===== src/common/mem_geom_pkg.sv =====
// memory geometry: word and block sizes, region addressing and cache ids
`default_nettype none

package mem_geom_pkg;

  // word and block sizes
  localparam int data_width_c = 32;
  localparam int block_words_c = 4;
  localparam int block_width_c = data_width_c * block_words_c;

  // word address inside one cache's region
  localparam int addr_width_c = 12;

  // widest id field supported
  localparam int max_caches_c = 4;

  typedef logic [data_width_c-1:0] word_t;
  typedef logic [block_width_c-1:0] block_t;
  typedef logic [addr_width_c-1:0] word_addr_t;

  // block address drops the word offset
  typedef logic [addr_width_c-$clog2(block_words_c)-1:0] block_addr_t;

  typedef logic [$clog2(max_caches_c)-1:0] cache_id_t;

endpackage

`default_nettype wire


===== src/common/mem_pkt_pkg.sv =====
// packet formats for the link side, the cache DMA side and the memory side
`default_nettype none

package mem_pkt_pkg;

  // network request into a cache
  typedef struct packed {
    logic                     write;
    mem_geom_pkg::word_addr_t addr;
    mem_geom_pkg::word_t      data;
  } link_req_s;

  // cache response back to the network
  typedef struct packed {
    logic                write;
    mem_geom_pkg::word_t data;
  } link_rsp_s;

  // whole-block transfer issued by one cache
  typedef struct packed {
    logic                      write;
    mem_geom_pkg::block_addr_t addr;
    mem_geom_pkg::block_t      data;
  } dma_pkt_s;

  // dma packet after arbitration, tagged with its source
  typedef struct packed {
    mem_geom_pkg::cache_id_t id;
    dma_pkt_s                pkt;
  } mem_req_s;

  // read return from memory
  typedef struct packed {
    mem_geom_pkg::cache_id_t id;
    mem_geom_pkg::block_t    data;
  } mem_rsp_s;

endpackage

`default_nettype wire


===== src/vcache/vcache_blocking.sv =====
// vcache: direct-mapped write-back blocking cache serving one network column
`default_nettype none

module vcache_blocking #(
  parameter int sets_p = 16,
  parameter int num_caches_p = 2
) (
  input  logic                    core_clk,
  input  logic                    reset_i,

  input  logic                    req_v_i,
  input  mem_pkt_pkg::link_req_s  req_i,
  output logic                    req_ready_o,

  output logic                    rsp_v_o,
  output mem_pkt_pkg::link_rsp_s  rsp_o,

  output logic                    dma_v_o,
  output mem_pkt_pkg::dma_pkt_s   dma_pkt_o,
  input  logic                    dma_grant_i,

  input  logic                    fill_v_i,
  input  mem_geom_pkg::block_t    fill_i
);

  import mem_geom_pkg::*;
  import mem_pkt_pkg::*;

  localparam int off_w_lp = $clog2(block_words_c);
  localparam int index_w_lp = $clog2(sets_p);
  localparam int tag_w_lp = addr_width_c - off_w_lp - index_w_lp;

  if (sets_p < 2 || (sets_p & (sets_p - 1)) != 0) begin : g_bad_sets
    $error("sets_p must be a power of two of at least 2");
  end
  if (num_caches_p < 1 || num_caches_p > max_caches_c) begin : g_bad_caches
    $error("num_caches_p must be between 1 and max_caches_c");
  end

  typedef struct packed {
    logic [tag_w_lp-1:0]   tag;
    logic [index_w_lp-1:0] index;
    logic [off_w_lp-1:0]   off;
  } addr_s;

  typedef enum logic [2:0] {
    idle_s,
    wb_s,
    fill_req_s,
    fill_wait_s,
    respond_s
  } state_e;

  state_e              state_r;
  logic [tag_w_lp-1:0] tag_r [sets_p];
  block_t              data_r [sets_p];
  logic [sets_p-1:0]   valid_r;
  logic [sets_p-1:0]   dirty_r;

  link_req_s req_r;
  link_rsp_s rsp_r;
  logic      rsp_v_r;

  addr_s  in_addr;
  addr_s  cur_addr;
  logic   accept;
  logic   hit;
  block_t hit_line;

  function automatic word_t word_of(block_t blk, logic [off_w_lp-1:0] off);
    return blk[off*data_width_c +: data_width_c];
  endfunction

  function automatic block_t merge_word(block_t blk, logic [off_w_lp-1:0] off, word_t w);
    block_t res;
    res = blk;
    res[off*data_width_c +: data_width_c] = w;
    return res;
  endfunction

  assign in_addr = addr_s'(req_i.addr);
  assign cur_addr = addr_s'(req_r.addr);

  assign req_ready_o = (state_r == idle_s);
  assign accept = req_v_i && req_ready_o;
  assign hit = valid_r[in_addr.index] && (tag_r[in_addr.index] == in_addr.tag);
  assign hit_line = data_r[in_addr.index];

  assign rsp_v_o = rsp_v_r;
  assign rsp_o = rsp_r;

  // victim goes out first and the fill read for the missing line follows
  always_comb begin
    dma_v_o = (state_r == wb_s) || (state_r == fill_req_s);
    dma_pkt_o.write = (state_r == wb_s);
    if (state_r == wb_s) begin
      dma_pkt_o.addr = block_addr_t'({tag_r[cur_addr.index], cur_addr.index});
      dma_pkt_o.data = data_r[cur_addr.index];
    end else begin
      dma_pkt_o.addr = block_addr_t'({cur_addr.tag, cur_addr.index});
      dma_pkt_o.data = '0;
    end
  end

  always_ff @(posedge core_clk) begin
    if (reset_i) begin
      state_r <= idle_s;
      valid_r <= '0;
      dirty_r <= '0;
      rsp_v_r <= 1'b0;
    end else begin
      rsp_v_r <= 1'b0;
      case (state_r)
        idle_s: begin
          if (accept) begin
            if (hit) begin
              rsp_v_r <= 1'b1;
              if (req_i.write) begin
                dirty_r[in_addr.index] <= 1'b1;
              end
            end else if (valid_r[in_addr.index] && dirty_r[in_addr.index]) begin
              state_r <= wb_s;
            end else begin
              state_r <= fill_req_s;
            end
          end
        end
        wb_s: begin
          if (dma_grant_i) begin
            state_r <= fill_req_s;
          end
        end
        fill_req_s: begin
          if (dma_grant_i) begin
            state_r <= fill_wait_s;
          end
        end
        fill_wait_s: begin
          if (fill_v_i) begin
            state_r <= respond_s;
            rsp_v_r <= 1'b1;
            valid_r[cur_addr.index] <= 1'b1;
            dirty_r[cur_addr.index] <= req_r.write;
          end
        end
        default: state_r <= idle_s;
      endcase
    end
  end

  // tag, data and response payload
  always_ff @(posedge core_clk) begin
    if (accept) begin
      req_r <= req_i;
    end
    if (accept && hit) begin
      rsp_r.write <= req_i.write;
      // writes answer with zero data
      rsp_r.data <= req_i.write ? '0 : word_of(hit_line, in_addr.off);
      if (req_i.write) begin
        data_r[in_addr.index] <= merge_word(hit_line, in_addr.off, req_i.data);
      end
    end
    if (state_r == fill_wait_s && fill_v_i) begin
      tag_r[cur_addr.index] <= cur_addr.tag;
      data_r[cur_addr.index] <= req_r.write ?
                                merge_word(fill_i, cur_addr.off, req_r.data) : fill_i;
      rsp_r.write <= req_r.write;
      rsp_r.data <= req_r.write ? '0 : word_of(fill_i, cur_addr.off);
    end
  end

  // a request held against a busy cache waits unchanged until taken
  assert property (@(posedge core_clk) disable iff (reset_i)
    req_v_i && !req_ready_o |=> req_v_i && $stable(req_i));

  // returns routed by the arbiter only while this cache waits for one
  assert property (@(posedge core_clk) disable iff (reset_i)
    fill_v_i |-> state_r == fill_wait_s);

  assert property (@(posedge core_clk) disable iff (reset_i)
    dma_v_o && !dma_grant_i |=> dma_v_o && $stable(dma_pkt_o));

endmodule

`default_nettype wire

===== config.mk =====
export PLATFORM = sky130hd
export DESIGN_NAME = vcache_blocking
export DESIGN_NICKNAME = d
export VERILOG_FILES = /design/src/common/mem_geom_pkg.sv /design/src/common/mem_pkt_pkg.sv /design/src/vcache/vcache_blocking.sv
export SDC_FILE = /design/constraint.sdc
export NUM_CORES = 2
export LEC_CHECK = 0
export BUFFER_PORTS_ARGS = -buffer_cell sky130_fd_sc_hd__clkbuf_2
export CORE_MARGIN = 1
export CORE_UTILIZATION = 35
export CTS_CLUSTER_DIAMETER = 60
export DETAILED_ROUTE_END_ITERATION = 10
export PLACE_DENSITY = 0.57
export SYNTH_ARGS = -nofsm -noshare
export SYNTH_HDL_FRONTEND = slang
export SYNTH_SLANG_ARGS = --single-unit

===== constraint.sdc =====
create_clock -name core_clk -period 18.6 [get_ports core_clk]
set_input_delay 3.72 -clock core_clk [delete_from_list [all_inputs] [get_ports core_clk]]
set_output_delay 3.72 -clock core_clk [all_outputs]
set_load 0.1 [all_outputs]

==> flow_summary_export.csv <==
group,metric,value,unit
min_path,hold_class,"reg -> reg",
sta,finalHoldViolations,0,
sta,rsz0062_at_grt,"false",
critical_path,endpoint_kind,"output port",
floorplan,die_x,555,um
floorplan,start_util,0.353,
drt,wl_per_cell,38.8,um
clock_network,ctsHoldBuffers,0,
power,switching_share,0.307,
drt,highest_layer,"met5",
layout,area_growth_syn_to_layout,13.6,%
critical_path,cp_max_fo,50,
layout,final_common_cell,"edfxtp_1",
sta,report.final.slew_viol_count,4,
sta,fmax,102,MHz
layout,final_nets,5538,
floorplan,core-area,304000,um2
clock_network,clk_pin_slew,0.06,ns
floorplan,die_y,555,um
drt,wl_met3,31500,um
drt,dr_wl_met2,181000,um
drt,routed_wl,375000,um
power,clkPwrFrac,0.330,
floorplan,rows,202,
logic_synthesis,netlist_area,107000,um2
power,comb_power_share,0.248,
clock_network,numCtsBuffers,239,
critical_path,critPathArrivalTime,6.13,ns
floorplan,die_area,308000,um2
power,p_seq_frac,0.422,
layout,fin_area,122000,um2
placement,globalplace.congestion,0.955,
power,p_int,9720,uW
logic_synthesis,ys_types,71,
critical_path,critPathRequiredTime,14.88,ns
sta,fin_crit_sh,0.530,
clock_network,cts_sinks,2262,
logic_synthesis,synth-seq-cells,2262,
clock_network,insertion_delay,0.92,ns
drt,num_vias,60976,
logic_synthesis,ys_async_sr_fraction,0,
logic_synthesis,synth_enable_flop_cells,2222,
layout,mostFrequentLayoutCells,"edfxtp_1 (2222), mux4_2 (1396), clkbuf_2 (349)",
layout,fill_cells,26717,
sta,worst_slew_pin_slew,1.70,ns
clock_network,post_cts_buffers,0,
sta,maxSlewHeadroom,-0.135,
logic_synthesis,synth_nets,5219,
layout,multi_input_area,38000,um2
layout,ff_latch_area,67500,um2
job,cap_violations,0,
layout,drive_gt1_frac,0.422,
drt,viasPerCell,6.30,
logic_synthesis,syn_avg_cell_area,21.3,um2
power,powerDensity,115,nW/um2
logic_synthesis,synth_ff_type,"edfxtp_1",
logic_synthesis,yosysTopAreaCell,"edfxtp_1",
placement,place_area,114000,um2
global_routing,grt_max_degree,134,
global_routing,overflow,0,
power,leakagePower,0.0377,uW
logic_synthesis,synth_top_area_frac,0.623,
floorplan,pin_count,353,
clock_network,cts_buffer_depth,4,
critical_path,critical_path_class,"reg -> out",
sta,setup_tns,0,ns
clock_network,cts-htree-levels,4,
clock_network,cts-resized-gates,0,
logic_synthesis,synth_area_leaders,"edfxtp_1 (62%), mux4_2 (29%), a221oi_1 (2.1%)",
placement,dp_hpwl,228000,um
sta,fin_crit,9.85,ns
global_routing,antenna_found_initial,44,
logic_synthesis,synth_cells,5031,
sta,setup_viol,0,
status,violations,"max-slew violations",
drt,ant_nets,0,
global_routing,grt_pass1_vias,62449,
logic_synthesis,ys_seq_area_frac,0.631,
clock_network,cts_tree,"built",
power,vdd_drop_max,0.0898,mV
global_routing,grt_usage,0.242,
drt,drt_iter0_drc,7880,
drt,drc,0,
sta,fin_worst_skew,0.0580,ns
status,status,"complete, but fails checks",
drt,first_pass_iters,7,
critical_path,start_kind,"flop",
power,switching_power,4310,uW
global_routing,grt_pass1_wl,517000,um
placement,portBuffers,352,
drt,m1WireLength,139000,um
clock_network,cts-root-buf,"clkbuf_16",
logic_synthesis,ys_warn_count,0,
==> logic make-up after synthesis <==
group	count (synthesis)	share of synthesized area
DFF	2262	0.631
buffers and inverters	467	0.0172
xor gates and xnor gates	3	0.000246
and+or+nand+nor	446	0.0206
muxes	1439	0.298
AOI/OAI and AO/OA	404	0.0319
adders and majority gates	10	0.00117
==> critical path: stages (launching register included) <==
cell and delay, ns:
dfxtp_4 0.84, buf_4 0.66, buf_4 0.78, buf_4 0.95, mux4_2 0.62, mux4_2 0.59, and2_1 0.23, clkbuf_2 0.39
==> cell usage after synthesis, types with 5 or more instances <==
cell and number:
o21ai_0 16, a21oi_1 12, nand2b_1 6, nand4_1 9, a211oi_1 10, or2_1 5
o22ai_1 13, and3_1 6, inv_1 16, o21a_1 7, a22o_1 32, buf_2 16
nand3_1 12, ha_1 10, o31ai_1 5, o21bai_1 7, a21o_1 6, mux4_2 1396
mux2_2 23, nor2_1 195, mux2i_1 18, clkbuf_1 313, a41oi_1 6, a221oi_1 259
nor3_1 7, buf_1 105, edfxtp_1 2222, buf_4 10, nand2_1 44, dfxtp_1 40
nor2b_1 7, and2_1 137
==> area by class of cell <==
type                       instances  area share
multi-input combinational       2302       0.312
clock inverter                   133     0.00922
sequential                      2262       0.555
clock buffer                     294      0.0515
timing repair buffer             525      0.0278
inverter                          20    0.000720
antenna                           58     0.00119
tap                             4080      0.0420
==> final timing paths <==
kind | from | end | slack, ns | depth (start not counted)
setup / recovery | flop | dma_pkt_o[8] | 8.75 | 7
hold / removal | valid_r[0] | valid_r[0] | 0.48 | 2
setup reg to reg | state_r[1] | data_r[8][105] | 12.27 | 9
hold reg to reg | valid_r[0] | valid_r[0] | 0.48 | 2
==> power groups by stage <==
stage / sequential (uW) / combinational, uW / clock (uW)
floorplan: 5960 / 2310 / 0
global placement: 6030 / 3510 / 0
detailed placement: 6030 / 3520 / 0
CTS: 5920 / 3530 / 4690
global route: 5930 / 3630 / 4870
finish: 5920 / 3480 / 4630
==> layer usage <==
layer  GRT usage  vias to the layer above
li1            -                    23239
met1       0.306                    33395
met2       0.392                     3416
met3      0.0496                      908
met4       0.128                       18
met5           0                        -
==> registers in the layout, indices dropped and copies added, names as in the netlist, named ones only <==
register  flops
dirty_r      16
rsp_o        33
valid_r      16
rsp_v_o       1
data_r     2048
cur_addr     12
tag_r        96
state_r       3
req_r        33
==> stage by stage <==
| step | hold WS [ns] | util | power [uW] | setup slack [ns] | instances |
|---|---|---|---|---|---|
| 6_report | 0.475 | 0.401 | 14000 | 8.75 | 9674 |
| 5_1_grt | 0.489 | 0.401 | 14400 | 8.31 | 9658 |
| 4_1_cts | 0.475 | 0.400 | 14100 | 8.55 | 9610 |
| 3_5_place_dp | 0.460 | 0.376 | 9550 | 8.26 | 9183 |
| 3_3_place_gp | 0.445 | 0.376 | 9540 | 8.23 | 9181 |
| 2_1_floorplan | 0.435 | - | 8260 | 2.18 | 5031 |
No activity file was read; power rests on OpenSTA's default activity.
